==> src/rtl/hazard_defines.svh <==
`ifndef HAZARD_DEFINES_SVH
`define HAZARD_DEFINES_SVH

// Instruction field positions, fixed by the ISA
`define OPC_HI   15
`define OPC_LO   12
`define RA_HI    11
`define RA_LO    9
`define RB_HI    8
`define RB_LO    6
`define RC_HI    5
`define RC_LO    3

// Opcodes
`define OP_ADD   4'b0000 // R-type add
`define OP_NDU   4'b0010 // R-type nand
`define OP_ADI   4'b0001
`define OP_LHI   4'b0011
`define OP_LW    4'b0100
`define OP_SW    4'b0101
`define OP_BEQ   4'b1100 // Compares ra and rb like an ALU op
`define OP_JAL   4'b1000
`define OP_JLR   4'b1001

// ALU operand and store-data mux selects
`define SEL_REG  2'd0 // Register file value
`define SEL_MEM  2'd1 // Forwarded from memory stage
`define SEL_IMM  2'd3 // Immediate operand

// Which memory-stage value gets forwarded
`define MSRC_ALU 2'd0 // ALU result
`define MSRC_PC1 2'd1 // Link value of JAL/JLR
`define MSRC_LHI 2'd2 // Zero-padded LHI immediate

`endif

==> src/rtl/hazard_pkg.sv <==
`include "hazard_defines.svh"

package hazard_pkg;

	// Opcode occupies the top bits, so the word ends at OPC_HI
	typedef logic [`OPC_HI:0] instr_t;

	typedef logic [`OPC_HI-`OPC_LO:0] opcode_t; // Opcode field

	typedef logic [`RA_HI-`RA_LO:0] reg_idx_t; // One of eight registers

	// Shared by op1, op2, store-data and memory-source selects
	typedef logic [1:0] fwd_sel_t;

endpackage

==> src/rtl/hazard_ifs.sv <==
`timescale 1ns/100ps

// Register reads of the execute-stage instruction
interface operand_use_if import hazard_pkg::*; ();
	reg_idx_t op1_reg;   // Register feeding ALU operand 1
	logic     op1_used;
	reg_idx_t op2_reg;   // Register feeding ALU operand 2
	logic     op2_used;
	reg_idx_t data_reg;  // Store data or jump target
	logic     data_used;
	logic     op2_imm;   // Operand 2 comes from the immediate

	modport producer (
		output op1_reg, op1_used, op2_reg, op2_used, data_reg, data_used, op2_imm
	);
	modport consumer (
		input op1_reg, op1_used, op2_reg, op2_used, data_reg, data_used, op2_imm
	);
endinterface

// Register write of the memory-stage instruction
interface result_source_if import hazard_pkg::*; ();
	reg_idx_t dest_reg;
	logic     dest_valid; // Instruction writes a register
	logic     is_load;    // Value not ready until after memory
	fwd_sel_t mem_src;    // Which memory-stage value holds the result

	modport producer (
		output dest_reg, dest_valid, is_load, mem_src
	);
	modport consumer (
		input dest_reg, dest_valid, is_load, mem_src
	);
endinterface

==> src/rtl/operand_use_decode.sv <==
`timescale 1ns/100ps
`include "hazard_defines.svh"

module operand_use_decode import hazard_pkg::*;
(
	input  instr_t          ins_current,
	operand_use_if.producer use_out
);

	opcode_t  opcode;
	reg_idx_t ra;
	reg_idx_t rb;

	assign opcode = ins_current[`OPC_HI:`OPC_LO];
	assign ra     = ins_current[`RA_HI:`RA_LO];
	assign rb     = ins_current[`RB_HI:`RB_LO];

	always_comb
	begin
		use_out.op1_reg   = '0;
		use_out.op1_used  = 1'b0;
		use_out.op2_reg   = '0;
		use_out.op2_used  = 1'b0;
		use_out.data_reg  = '0;
		use_out.data_used = 1'b0;
		use_out.op2_imm   = 1'b0;

		case (opcode)
			`OP_ADD, `OP_NDU, `OP_BEQ:
			begin
				use_out.op1_reg  = ra;
				use_out.op1_used = 1'b1;
				use_out.op2_reg  = rb; // Second source, no immediate
				use_out.op2_used = 1'b1;
			end

			`OP_ADI:
			begin
				use_out.op1_reg  = ra;
				use_out.op1_used = 1'b1;
				use_out.op2_imm  = 1'b1;
			end

			`OP_LW:
			begin
				use_out.op1_reg  = rb; // Base address
				use_out.op1_used = 1'b1;
				use_out.op2_imm  = 1'b1; // Offset
			end

			`OP_SW:
			begin
				use_out.op1_reg   = rb; // Base address
				use_out.op1_used  = 1'b1;
				use_out.data_reg  = ra; // Value to store
				use_out.data_used = 1'b1;
				use_out.op2_imm   = 1'b1;
			end

			`OP_JLR:
			begin
				// Jump target goes through the data path, not the ALU
				use_out.data_reg  = rb;
				use_out.data_used = 1'b1;
			end

			default:
			begin
				use_out.op2_imm = 1'b0; // LHI, JAL and unknown read nothing
			end
		endcase
	end

endmodule

==> src/rtl/result_source_decode.sv <==
`timescale 1ns/100ps
`include "hazard_defines.svh"

module result_source_decode import hazard_pkg::*;
(
	input  instr_t            ins_prev,
	result_source_if.producer res_out
);

	opcode_t opcode;

	assign opcode = ins_prev[`OPC_HI:`OPC_LO];

	always_comb
	begin
		res_out.dest_reg   = '0;
		res_out.dest_valid = 1'b0;
		res_out.is_load    = 1'b0;
		res_out.mem_src    = `MSRC_ALU;

		case (opcode)
			`OP_ADD, `OP_NDU:
			begin
				res_out.dest_reg   = ins_prev[`RC_HI:`RC_LO];
				res_out.dest_valid = 1'b1;
			end

			`OP_ADI:
			begin
				res_out.dest_reg   = ins_prev[`RB_HI:`RB_LO]; // ADI writes rb
				res_out.dest_valid = 1'b1;
			end

			`OP_LHI:
			begin
				res_out.dest_reg   = ins_prev[`RA_HI:`RA_LO];
				res_out.dest_valid = 1'b1;
				res_out.mem_src    = `MSRC_LHI;
			end

			`OP_JAL, `OP_JLR:
			begin
				res_out.dest_reg   = ins_prev[`RA_HI:`RA_LO];
				res_out.dest_valid = 1'b1;
				res_out.mem_src    = `MSRC_PC1; // Return address
			end

			`OP_LW:
			begin
				res_out.dest_reg   = ins_prev[`RA_HI:`RA_LO];
				res_out.dest_valid = 1'b1;
				res_out.is_load    = 1'b1; // Data arrives a stage later
			end

			default:
			begin
				res_out.dest_valid = 1'b0; // No register written
			end
		endcase
	end

endmodule

==> src/rtl/forward_select.sv <==
`timescale 1ns/100ps
`include "hazard_defines.svh"

module forward_select import hazard_pkg::*;
(
	operand_use_if.consumer   use_in,
	result_source_if.consumer res_in,
	output fwd_sel_t          op1_sel,
	output fwd_sel_t          op2_sel,
	output fwd_sel_t          d2_sel,
	output fwd_sel_t          mem_src_sel,
	output logic              hazard_detect,
	output logic              stall
);

	logic op1_hit;
	logic op2_hit;
	logic data_hit;
	logic any_hit;

	// A read depends on the memory stage only if both sides are real
	assign op1_hit  = res_in.dest_valid && use_in.op1_used &&
		(use_in.op1_reg == res_in.dest_reg);
	assign op2_hit  = res_in.dest_valid && use_in.op2_used &&
		(use_in.op2_reg == res_in.dest_reg);
	assign data_hit = res_in.dest_valid && use_in.data_used &&
		(use_in.data_reg == res_in.dest_reg);

	assign any_hit = op1_hit | op2_hit | data_hit;

	always_comb
	begin
		op1_sel       = `SEL_REG;
		op2_sel       = `SEL_REG;
		d2_sel        = `SEL_REG;
		mem_src_sel   = `MSRC_ALU;
		stall         = 1'b0;
		hazard_detect = any_hit;

		if (any_hit && res_in.is_load)
		begin
			// Load data not ready yet so the pipe holds
			stall = 1'b1;
		end
		else if (any_hit)
		begin
			mem_src_sel = res_in.mem_src;

			if (use_in.op2_imm)
			begin
				op2_sel = `SEL_IMM;
			end

			// Only one select is forwarded with op1 first
			if (op1_hit)
			begin
				op1_sel = `SEL_MEM;
			end
			else if (op2_hit)
			begin
				op2_sel = `SEL_MEM;
			end
			else
			begin
				d2_sel = `SEL_MEM; // Store data or jump target
			end
		end
	end

endmodule

==> src/rtl/hazard_forward_unit.sv <==
`timescale 1ns/100ps

module hazard_forward_unit import hazard_pkg::*;
(
	input  instr_t   ins_current,   // Execute-stage instruction
	input  instr_t   ins_prev,      // Memory-stage instruction
	output fwd_sel_t op1_sel,
	output fwd_sel_t op2_sel,
	output fwd_sel_t d2_sel,
	output fwd_sel_t mem_src_sel,
	output logic     hazard_detect,
	output logic     stall
);

	operand_use_if   use_bus ();
	result_source_if res_bus ();

	// Reads of the consumer
	operand_use_decode i_operand_use_decode
	(
		.ins_current (ins_current),
		.use_out     (use_bus)
	);

	// Write of the producer
	result_source_decode i_result_source_decode
	(
		.ins_prev (ins_prev),
		.res_out  (res_bus)
	);

	forward_select i_forward_select
	(
		.use_in        (use_bus),
		.res_in        (res_bus),
		.op1_sel       (op1_sel),
		.op2_sel       (op2_sel),
		.d2_sel        (d2_sel),
		.mem_src_sel   (mem_src_sel),
		.hazard_detect (hazard_detect),
		.stall         (stall)
	);

endmodule

==> config.mk <==
export PLATFORM = sky130hd
export DESIGN_NAME = hazard_forward_unit
export DESIGN_NICKNAME = d
export VERILOG_FILES = /design/src/rtl/hazard_pkg.sv /design/src/rtl/hazard_ifs.sv /design/src/rtl/operand_use_decode.sv /design/src/rtl/result_source_decode.sv /design/src/rtl/forward_select.sv /design/src/rtl/hazard_forward_unit.sv
export VERILOG_INCLUDE_DIRS = /design/src /design/src/rtl
export SDC_FILE = /design/constraint.sdc
export NUM_CORES = 1
export LEC_CHECK = 0
export BUFFER_PORTS_ARGS = -buffer_cell sky130_fd_sc_hd__buf_2
export CORE_AREA = 4 4 41 43
export DETAILED_ROUTE_END_ITERATION = 7
export DIE_AREA = 0 0 45 47
export MAX_ROUTING_LAYER = met4
export PLACE_DENSITY = 0.79
export SYNTH_ARGS = -nofsm -noshare
export SYNTH_HDL_FRONTEND = slang
export SYNTH_SLANG_ARGS = --single-unit
export TNS_END_PERCENT = 1
==> constraint.sdc <==
create_clock -name vclk -period 3.4
set_input_delay 0.68 -clock vclk [all_inputs]
set_output_delay 0.68 -clock vclk [all_outputs]
set_load 0.05 [all_outputs]
## Word-level counts from Yosys, hierarchy flattened

Cells that the tools add are included.

| word-level totals | value |
|---|---|
| input bits | 32 |
| bits in registers | 0 |
| word-level logic and storage cells | 62 |
| output and inout bits | 10 |

| cells by class | value |
|---|---|
| muxes and demuxes | 26 |
| reduce and logical (&&, ||, !) cells | 19 |
| bitwise operators | 2 |
| eq/ne operators | 15 |

Operators with widths:

| kind | number |
|---|---|
| $mux W2 | 12 |
| $eq A4 B4 Y1 const B | 4 |
| $eq A4 B2 Y1 const B | 3 |
| $eq A4 B3 Y1 const B | 3 |
| $pmux W3 S2 | 2 |
| $eq A3 B3 Y1 | 3 |
| $mux W1 | 9 |
| $pmux W3 S3 | 1 |
| $eq A4 B1 Y1 const B | 2 |
| $logic_not A4 Y1 | 2 |
| $reduce_or A2 Y1 | 4 |
| $reduce_or A4 Y1 | 2 |
| $logic_and A1 B1 Y1 | 7 |
| $reduce_or A7 Y1 | 1 |
| $reduce_or A3 Y1 | 2 |
| $reduce_or A6 Y1 | 1 |
| $pmux W2 S2 | 1 |
| $mux W3 | 1 |
| $or A1 B1 Y1 | 2 |

## Logic depth before layout (Yosys ltp)

Gate-level depths: netlist (run 1).

| depth | value |
|---|---|
| depth after elaboration | 9 |
| gate-level depth with buffers | 7 |

## By module

From an unflattened synthesis (run 1), not the netlist that was laid out.

| second synthesis, totals | value |
|---|---|
| cells, all modules | 80 |
| area total of the unflattened synthesis | 596.8 µm² |

By module, submodules not included:

| module | times used | cells each | area an instance (µm²) | seq. area each (µm²) |
|---|---|---|---|---|
| forward_select | 1 | 32 | 257.7 | 0.0 |
| operand_use_decode | 1 | 29 | 206.4 | 0.0 |
| result_source_decode | 1 | 19 | 132.6 | 0.0 |

## Least setup slack after synthesis (run 1)

Ideal clock, no wire load.

| timing path | value |
|---|---|
| path kind | input to output |
| start | input ins_prev[13] |
| end | output d2_sel[0] |
| stages on the path | 7 |
| arrival time | 3.107 ns |
| path slack | -0.387 ns |
| cells stage by stage | or4b_4 > nand3_2 > o2bb2ai_2 > xnor2_1 > nor4_4 > nand2_1 > nor3_1 |

| between the ends | value |
|---|---|
| word-level cells in the longest chain between the ends | 9 |
| elaborated cells between the ends (all ways) | 29 |
| those cells by class | eq/ne (9); mux (7); bitwise (2); reduce/logical (11) |

Ends and longest elaborated chain:

| item | RTL line | source |
|---|---|---|
| from (decl) | hazard_forward_unit.sv:6 | `input instr_t ins_prev,` |
| $eq A4 B2 Y1 (tied with other cells) | result_source_decode.sv:21 | `case (opcode)` |
| $reduce_or A4 Y1 (no source line) (tied with other cells) | n/a |  |
| $pmux W3 S3 or $mux W1 (tied branches) | result_source_decode.sv:21 |  |
| $eq A3 B3 Y1 (tied with other cells) | forward_select.sv:25 | `(use_in.op2_reg == res_in.dest_reg);` |
| $logic_and A1 B1 Y1 (on tied branches) | forward_select.sv:24, forward_select.sv:22 |  |
| $mux W1 or $or A1 B1 Y1 (tied branches) | forward_select.sv:59, forward_select.sv:29 |  |
| $mux W2 or $or A1 B1 Y1 (tied branches) | forward_select.sv:55, forward_select.sv:29 |  |
| $mux W2 or $logic_and A1 B1 Y1 (tied branches) | forward_select.sv:45, forward_select.sv:40 |  |
| $mux W2 (*) | forward_select.sv:40 | `if (any_hit && res_in.is_load)` |
| to (decl) | hazard_forward_unit.sv:9 | `output fwd_sel_t d2_sel,` |

Every way passes the cells marked *; elsewhere a longest branch is shown, timed or not.

## Final worst setup path (run 1)

| timing path | value |
|---|---|
| start | input ins_prev[13] |
| end | output mem_src_sel[1] |

| between the ends | value |
|---|---|
| word-level cells in the longest chain between the ends | 9 |
| elaborated cells between the ends (all ways) | 29 |
| those cells by class | eq/ne (9); mux (6); bitwise (2); reduce/logical (12) |

Ends and longest elaborated chain:

| item | RTL line | source |
|---|---|---|
| $eq A4 B2 Y1 (tied with other cells) | result_source_decode.sv:21 |  |
| $reduce_or A4 Y1 (no source line) (tied with other cells) | n/a |  |
| $pmux W3 S3 or $mux W1 (tied branches) | result_source_decode.sv:21 |  |
| $eq A3 B3 Y1 (tied with other cells) | forward_select.sv:23 | `(use_in.op1_reg == res_in.dest_reg);` |
| $logic_and A1 B1 Y1 (on tied branches) | forward_select.sv:22, forward_select.sv:24 |  |
| $or A1 B1 Y1 (2 in a row) | forward_select.sv:29 | `assign any_hit = op1_hit \| op2_hit \| data_hit;` |
| $mux W2 or $logic_and A1 B1 Y1 (tied branches) | forward_select.sv:45, forward_select.sv:40 |  |
| $mux W2 (*) | forward_select.sv:40 |  |
| to (decl) | hazard_forward_unit.sv:10 | `output fwd_sel_t mem_src_sel,` |

Marks and branches as above.

==> flow_summary_export.csv, run 1 <==
group,metric,value,unit
sta,hold_ws,1.84,ns
job,cap_violations,0,
floorplanning,core,1300,um^2
sta,drv_slew,0,
power_and_ir_drop,power.density,136,nW/um^2
synth,synth_cells,67,
final_layout,clkbuf_count,0,
sta,max_freq,302,MHz
placement,dp_hpwl,1.17,mm
critical_path,cp-start-kind,"input pin",
critical_path,worstPathRequired,2.72,ns
routing,drt-vias-per-instance,5.24,
floorplanning,start_util,39.4,%
critical_path,crit_type,"input pin to output port",
grt,grt_pass1_wl,2.06,mm
synth,synth_area_leaders,"o2bb2ai_2 8.8%, xnor2_1 8.5%, nor4_4 8.3%, a22oi_1 7.3%, xor2_1 6.8%",
routing,wire_per_inst,12.1,um
power_and_ir_drop,clkPwrFrac,0,%
run_status,status,"finished clean",
critical_path,cp-end-kind,"output port",
synth,yosys.cell_types.count,35,
final_layout,regArea,0,um^2
power_and_ir_drop,pwr-share-comb,100.0,%
final_layout,nets,136,
power_and_ir_drop,power.internal,44.2,uW
synth,synth_warnings,0,
grt,grt_max_degree,9,
power_and_ir_drop,vdd_ir_drop_max,0.0588,mV
final_layout,drive_gt1_share,49.0,%
grt,track_usage,12.5,%
final_layout,nFillCells,138,
power_and_ir_drop,seq_power_share,0,%
synth,ys_seq_area_share,0,%
final_layout,diodes,0,
synth,synth.avg_cell_area,7.66,um^2
critical_path,crit_fanout,6,
final_layout,final_util,60.6,%
sta,finalCritPeriodShare,97.5,%
routing,ant_nets,0,
floorplanning,fp.dieH,47,um
power_and_ir_drop,p_sw,62.7,uW
floorplanning,die_x,45,um
final_layout,seq_cell_count,0,
synth,synth_top_area_share,8.78,%
synth,syn_area,513,um^2
critical_path,path_cells,"buf_2 -> or4b_4 -> nand3_4 -> o2bb2ai_4 -> xnor2_2 -> nor4_4 -> nor3_2 -> nor2_1 -> clkbuf_4",
synth,yosys-top-cells-count,"5 x a22oi_1, 5 x nor2_1, 5 x xnor2_1",
power_and_ir_drop,p_sw_share,58.7,%
placement,gp_congestion,0.769,
final_layout,layout.cells.non_filler,117,
floorplanning,floorplan.io_pins,42,
grt,grt_pass1_vias,520,
critical_path,cp.arrival,2.63,ns
final_layout,multi_input_area,547,um^2
critical_path,slowest_stage,"or4b_4",
sta,hold_viol,0,
placement,io_buffers,31,
sta,setup_viol,0,
critical_path,critPathMaxStageDelay,0.57,ns
routing,drc,0,
grt,grt_overflow,0,
power_and_ir_drop,p_leak,0.000360,uW
floorplanning,num_rows,13,
sta,worst_slack,0.0852,ns
worst_hold_path,min_path_type,"input pin to output port",
routing,drt-pass1-iter-count,3,
routing,drtIter0Drc,6,
final_layout,area_delta_synth_final,53.7,%
routing,drt-total-wl,1.42,mm
placement,dpl.cell_count,115,
grt,antenna_found_initial,0,
sta,finalCriticalPeriod,3.31,ns
placement,place_ws,-0.0195,ns
routing,vias,613,
floorplanning,dieArea,2120,um^2
synth,yosys.area.top_type,"o2bb2ai_2",
[path summary, 6_finish.rpt]
path / startpoint / endpoint / slack (ns) / depth (start not counted)
worst max-delay path: ins_prev[13] / mem_src_sel[1] / 0.09 / 9
worst min-delay path: ins_current[13] / op2_sel[0] / 1.84 / 5
[routing by layer]
metal	share of wire (%)	track usage [%]
met5	0	-
met4	0	0
met3	8.1	0
met2	50	23.7
met1	42	15.7
[through the flow]
stage	cell area, um^2	total power, uW	TNS (ns)
global route	788	115	-0.0698
CTS	711	97.6	0
finish	788	107	0
detailed placement	703	96.2	-0.0195
global placement	703	93.7	0
floorplan	522	66.9	-0.542
[layout by cell type (no fill, tap or decap), types with 3 or more instances in the layout]
cell / n
buf_2: 25
buf_4: 7
a22oi_1: 5
nor2_1: 5
a21oi_1: 4
xor2_1: 4
nor2b_1: 3
and2b_1: 3
xnor2_1: 3
nand2_1: 3
[logic make-up (layout without fill, tap and decap cells)]
| family | count (synthesis) | count (layout) | share of synthesized area [%] |
|---|---|---|---|
| AND/OR/NAND/NOR | 32 | 32 | 46.1 |
| buffers and inverters | 4 | 38 | 4.39 |
| AO/OA/AOI/OAI | 21 | 21 | 33.4 |
| XOR/XNOR | 9 | 9 | 15.4 |
| other | 1 | 2 | 0.731 |
[worst max-delay path, delay by kind of cell]
| kind | cells | cell delay, ns |
|---|---|---|
| buf+inv | 2 | 0.37 |
| xor+xnor | 1 | 0.11 |
| simple gates | 5 | 1.31 |
| compound gates | 1 | 0.16 |
[repair_timing]
item,CTS,global route
pin swaps,1,4
hold buffers,0,0
setup buffers,1,1
setup endpoints to repair,1,8
resized for setup,0,17
[layout make-up]
class / count / area share, %
Multi-Input combinational cell: 64 / 69.4
Timing Repair Buffer: 36 / 27.3
Tap cell: 15 / 2.38
Inverter: 2 / 0.952
[power by group through the flow]
| stage | registers (uW) | logic, uW | clock network [uW] |
|---|---|---|---|
| global placement | 0 | 93.7 | 0 |
| detailed placement | 0 | 96.2 | 0 |
| CTS | 0 | 97.6 | 0 |
| global route | 0 | 115 | 0 |
| finish | 0 | 107 | 0 |
| floorplan | 0 | 66.9 | 0 |
No activity file was read; power rests on OpenSTA's default activity.
==> inputs of run 2 (changes only) <==
--- a/config.mk
+++ b/config.mk
@@ -12,6 +12,8 @@
 export DIE_AREA = 0 0 45 47
 export MAX_ROUTING_LAYER = met4
 export PLACE_DENSITY = 0.79
+export RECOVER_POWER = 50
+export SLEW_MARGIN = 20
 export SYNTH_ARGS = -nofsm -noshare
 export SYNTH_HDL_FRONTEND = slang
 export SYNTH_SLANG_ARGS = --single-unit
==> flow_summary_export.csv, run 2 (synthesis gave the netlist of run 1 again) <==
group,metric,value,unit
grt,grt_overflow,0,
grt,grt_pass1_vias,520,
power_and_ir_drop,vdd_ir_drop_max,0.0587,mV
critical_path,cp-start-kind,"input pin",
floorplanning,fp.dieH,47,um
routing,drt-pass1-iter-count,3,
final_layout,final_common_cell,"buf_2",
cts,ctsHoldBuffers,0,
final_layout,seq_cell_count,0,
final_layout,drive_gt1_share,49.0,%
routing,drc,0,
final_layout,final_cell_mix,"24 x buf_2, 6 x buf_4, 5 x a22oi_1, 5 x nor2_1",
final_layout,stdcell_area,788,um^2
floorplanning,dieArea,2120,um^2
sta,tns,0,ns
floorplanning,core,1300,um^2
placement,dp_hpwl,1.17,mm
final_layout,regArea,0,um^2
power_and_ir_drop,p_sw_share,58.7,%
floorplanning,start_util,39.4,%
worst_hold_path,min_path_cells,5,
final_layout,nFillCells,138,
power_and_ir_drop,seq_power_share,0,%
critical_path,cp.arrival,2.63,ns
routing,ant_nets,0,
sta,finalCriticalPeriod,3.31,ns
power_and_ir_drop,p_leak,0.000358,uW
sta,hold_ws,1.84,ns
routing,drtIter0Drc,6,
critical_path,crit_fanout,6,
final_layout,diodes,0,
run_status,status,"finished clean",
placement,gp_congestion,0.769,
floorplanning,floorplan.io_pins,42,
worst_hold_path,min_path_type,"input pin to output port",
final_layout,clkbuf_count,0,
final_layout,area_delta_synth_final,53.7,%
routing,wire_per_inst,12.1,um
grt,track_usage,12.5,%
critical_path,worstPathRequired,2.72,ns
floorplanning,die_x,45,um
sta,finalCritPeriodShare,97.5,%
sta,max_freq,302,MHz
placement,placed_area,703,um^2
critical_path,crit_type,"input pin to output port",
floorplanning,num_rows,13,
grt,grt_pass1_wl,2.06,mm
power_and_ir_drop,pwr-share-comb,100.0,%
power_and_ir_drop,power.density,135,nW/um^2
placement,io_buffers,31,
routing,drt-total-wl,1.41,mm
power_and_ir_drop,power.internal,44.1,uW
sta,drv_slew,0,
critical_path,cp-end-kind,"output port",
routing,drt-vias-per-instance,5.24,
routing,vias,613,
job,cap_violations,0,
grt,antenna_found_initial,0,
sta,hold_viol,0,
final_layout,final_util,60.6,%
final_layout,nets,136,
grt,grt_max_degree,9,
sta,setup_viol,0,
power_and_ir_drop,clkPwrFrac,0,%
power_and_ir_drop,p_sw,62.7,uW
==> run 2: per-stage QoR <==
step / setup WS [ns] / power, uW / std cells
floorplan: -0.164 / 66.9 / 68
global placement: 0.0234 / 93.7 / 115
detailed placement: -0.0195 / 96.2 / 115
CTS: 0.0233 / 97.6 / 116
global route: -0.0316 / 115 / 117
finish: 0.0852 / 107 / 117
==> run 2: path summary, 6_finish.rpt <==
kind / from / end / slack, ns
hold / removal: ins_current[13] / op2_sel[0] / 1.84
setup / recovery: ins_prev[13] / mem_src_sel[1] / 0.09
==> run 2: worst max-delay path: stages <==
cell and delay [ns]:
buf_2 0.13, or4b_4 0.57, nand3_4 0.12, o2bb2ai_4 0.16
xnor2_2 0.11, nor4_4 0.40, nor3_2 0.11, nor2_1 0.11
clkbuf_4 0.24
==> run 2: cell type report <==
type | count | area [um^2] | share of cell area, %
multi-input cells | 64 | 547 | 69.4
repair buffers | 36 | 215 | 27.3
well taps | 15 | 18.8 | 2.38
inverters | 2 | 7.51 | 0.952
==> run 2: layer usage <==
layer  vias up  track usage [%]  part of all wire [%]
li1        324                -                     -
met1       269             15.7                    42
met2        20             23.7                    50
met3         0                0                   8.1
met4         0                0                     0
met5         -                -                     0
==> run 2: power by group through the flow <==
stage | sequential, uW | clock [uW] | combinational, uW
after detailed placement | 0 | 0 | 96.2
after global placement | 0 | 0 | 93.7
after floorplan | 0 | 0 | 66.9
after CTS | 0 | 0 | 97.6
after global routing | 0 | 0 | 115
final | 0 | 0 | 107
==> run 2: timing repair <==
action,CTS,global route
pin swaps,1,4
setup endpoints to repair,1,8
gates resized for setup,0,17
buffers inserted,1,1
==> inputs of run 3 (changes only) <==
==> constraint.sdc (replaced) <==
create_clock -name vclk -period 3.4
set_input_delay 0.68 -clock vclk [all_inputs]
set_output_delay 0.68 -clock vclk [all_outputs]
set_load 0.01 [all_outputs]
==> flow_summary_export.csv, run 3 (synthesis gave the netlist of run 1 again) <==
group,metric,value,unit
sta,drv_slew,0,
sta,setup_viol,0,
power_and_ir_drop,vdd_ir_drop_max,0.0559,mV
grt,grt_pass1_vias,521,
final_layout,layout.cells.non_filler,113,
critical_path,crit_end,"op2_sel[0]",
grt,grt_overflow,0,
floorplanning,die_x,45,um
critical_path,crit_fanout,6,
routing,ant_nets,0,
sta,relSlewSlack,67.3,%
power_and_ir_drop,power.internal,37.6,uW
final_layout,seq_cell_count,0,
cts,ctsHoldBuffers,0,
grt,grt_max_degree,9,
sta,max_freq,304,MHz
floorplanning,dieArea,2120,um^2
final_layout,area_delta_synth_final,34.6,%
floorplanning,fp.dieH,47,um
final_layout,drive_gt1_share,44.9,%
critical_path,critPathMaxStageDelay,0.57,ns
final_layout,clkbuf_count,0,
critical_path,slowest_stage,"or4b_4",
critical_path,cp_top_family,"simple AND/OR/NAND/NOR gates",
critical_path,cp-start-kind,"input pin",
final_layout,diodes,0,
sta,tns,0,ns
power_and_ir_drop,pwr-share-comb,100.0,%
placement,dpl.cell_count,113,
final_layout,final_common_cell,"buf_2",
placement,io_buffers,31,
critical_path,critical_path.most_common_cell,"buf_2",
critical_path,path_cells,"buf_2 -> or4b_4 -> nand3_2 -> o2bb2ai_2 -> xnor2_2 -> nor4_4 -> nand2b_1 -> a21oi_2 -> buf_2",
final_layout,nets,132,
power_and_ir_drop,seq_power_share,0,%
power_and_ir_drop,p_sw,45.8,uW
power_and_ir_drop,p_sw_share,54.9,%
critical_path,cp.arrival,2.61,ns
grt,antenna_found_initial,0,
routing,drt-met1-wl,500,um
sta,finalCriticalPeriod,3.29,ns
critical_path,crit_type,"input pin to output port",
routing,drt-vias-per-instance,5.19,
routing,drtIter0Drc,5,
critical_path,cp-startpoint,"ins_prev[13]",
final_layout,final_util,53.1,%
routing,dr_wl_met2,667,um
floorplanning,floorplan.io_pins,42,
job,cap_violations,0,
critical_path,cp.depth,9,
routing,drt-total-wl,1.29,mm
critical_path,cp-end-kind,"output port",
power_and_ir_drop,power.density,121,nW/um^2
sta,rsz0062_at_grt,"false",
final_layout,nFillCells,138,
grt,track_usage,12.3,%
routing,wire_per_inst,11.4,um
grt,grt_pass1_wl,2.01,mm
critical_path,crit_buf_inv,2,
final_layout,final_cell_mix,"31 x buf_2, 5 x a22oi_1, 5 x nor2_1",
routing,routed-wl-met3,120,um
placement,gp_congestion,0.734,
power_and_ir_drop,clkPwrFrac,0,%
floorplanning,core,1300,um^2
run_status,status,"finished clean",
critical_path,worstPathRequired,2.72,ns
floorplanning,start_util,39.4,%
routing,top_layer_used,"met3",
routing,drt-pass1-iter-count,2,
final_layout,regArea,0,um^2
sta,finalCritPeriodShare,96.7,%
placement,dp_hpwl,1.19,mm
routing,drc,0,
sta,hold_viol,0,
power_and_ir_drop,p_leak,0.000322,uW
sta,worst_pin_slew,0.484,ns
routing,vias,587,
worst_hold_path,min_path_type,"input pin to output port",
floorplanning,num_rows,13,
==> run 3: changes by cell type in the layout (fill, tap and decap cells not counted), sizes merged <==
cell    change
clkbuf      -4
==> run 3: how the worst min path moves through the flow <==
stage	cells past startpoint	slack (ns)	from	endpoint
after floorplan	3	1.53	ins_current[15]	op2_sel[1]
after global placement	4	1.77	ins_prev[15]	op2_sel[0]
after detailed placement	4	1.79	ins_prev[13]	op2_sel[0]
after CTS	4	1.79	ins_prev[13]	op2_sel[0]
after global routing	4	1.83	ins_prev[14]	mem_src_sel[0]
final	4	1.79	ins_prev[15]	op2_sel[0]
==> run 3: metrics by stage <==
stage	power [uW]	area [um^2]	hold WS (ns)	setup WS, ns
floorplan	54.0	517	1.53	0.373
global placement	79.5	683	1.77	0.117
detailed placement	82.4	683	1.79	0.0844
CTS	82.5	683	1.79	0.0812
global route	91.4	691	1.83	0.00421
finish	83.4	691	1.79	0.111
==> run 3: area by class of cell <==
cell class | count | area (um^2) | share of cell area (%)
timing repair buffer | 32 | 163 | 23.6
inverter | 2 | 7.51 | 1.09
multi-input combinational | 64 | 502 | 72.6
tap | 15 | 18.8 | 2.72
==> run 3: tightest hold or removal path, delay by kind of cell <==
family	cells	cell delay (ns)
and+or+nand+nor	1	0.08
buffers and inverters	2	0.26
AOI/OAI and AO/OA	1	0.09
==> run 3: power groups by stage <==
stage	clock network [uW]	logic, uW	registers, uW
finish	0	83.4	0
global route	0	91.4	0
CTS	0	82.5	0
detailed placement	0	82.4	0
global placement	0	79.5	0
floorplan	0	54.0	0
==> run 3: repair_timing <==
item,4_1_cts,5_1_grt
resized for setup,0,1
setup buffers,0,0
endpoints found under the setup margin,0,1
==> run 3: routing by layer <==
layer / up-vias / GRT usage (%)
met1: 256 / 13.7
met3: 0 / 0.383
li1: 311 / -
met5: - / -
met2: 20 / 25.4
met4: 0 / 0
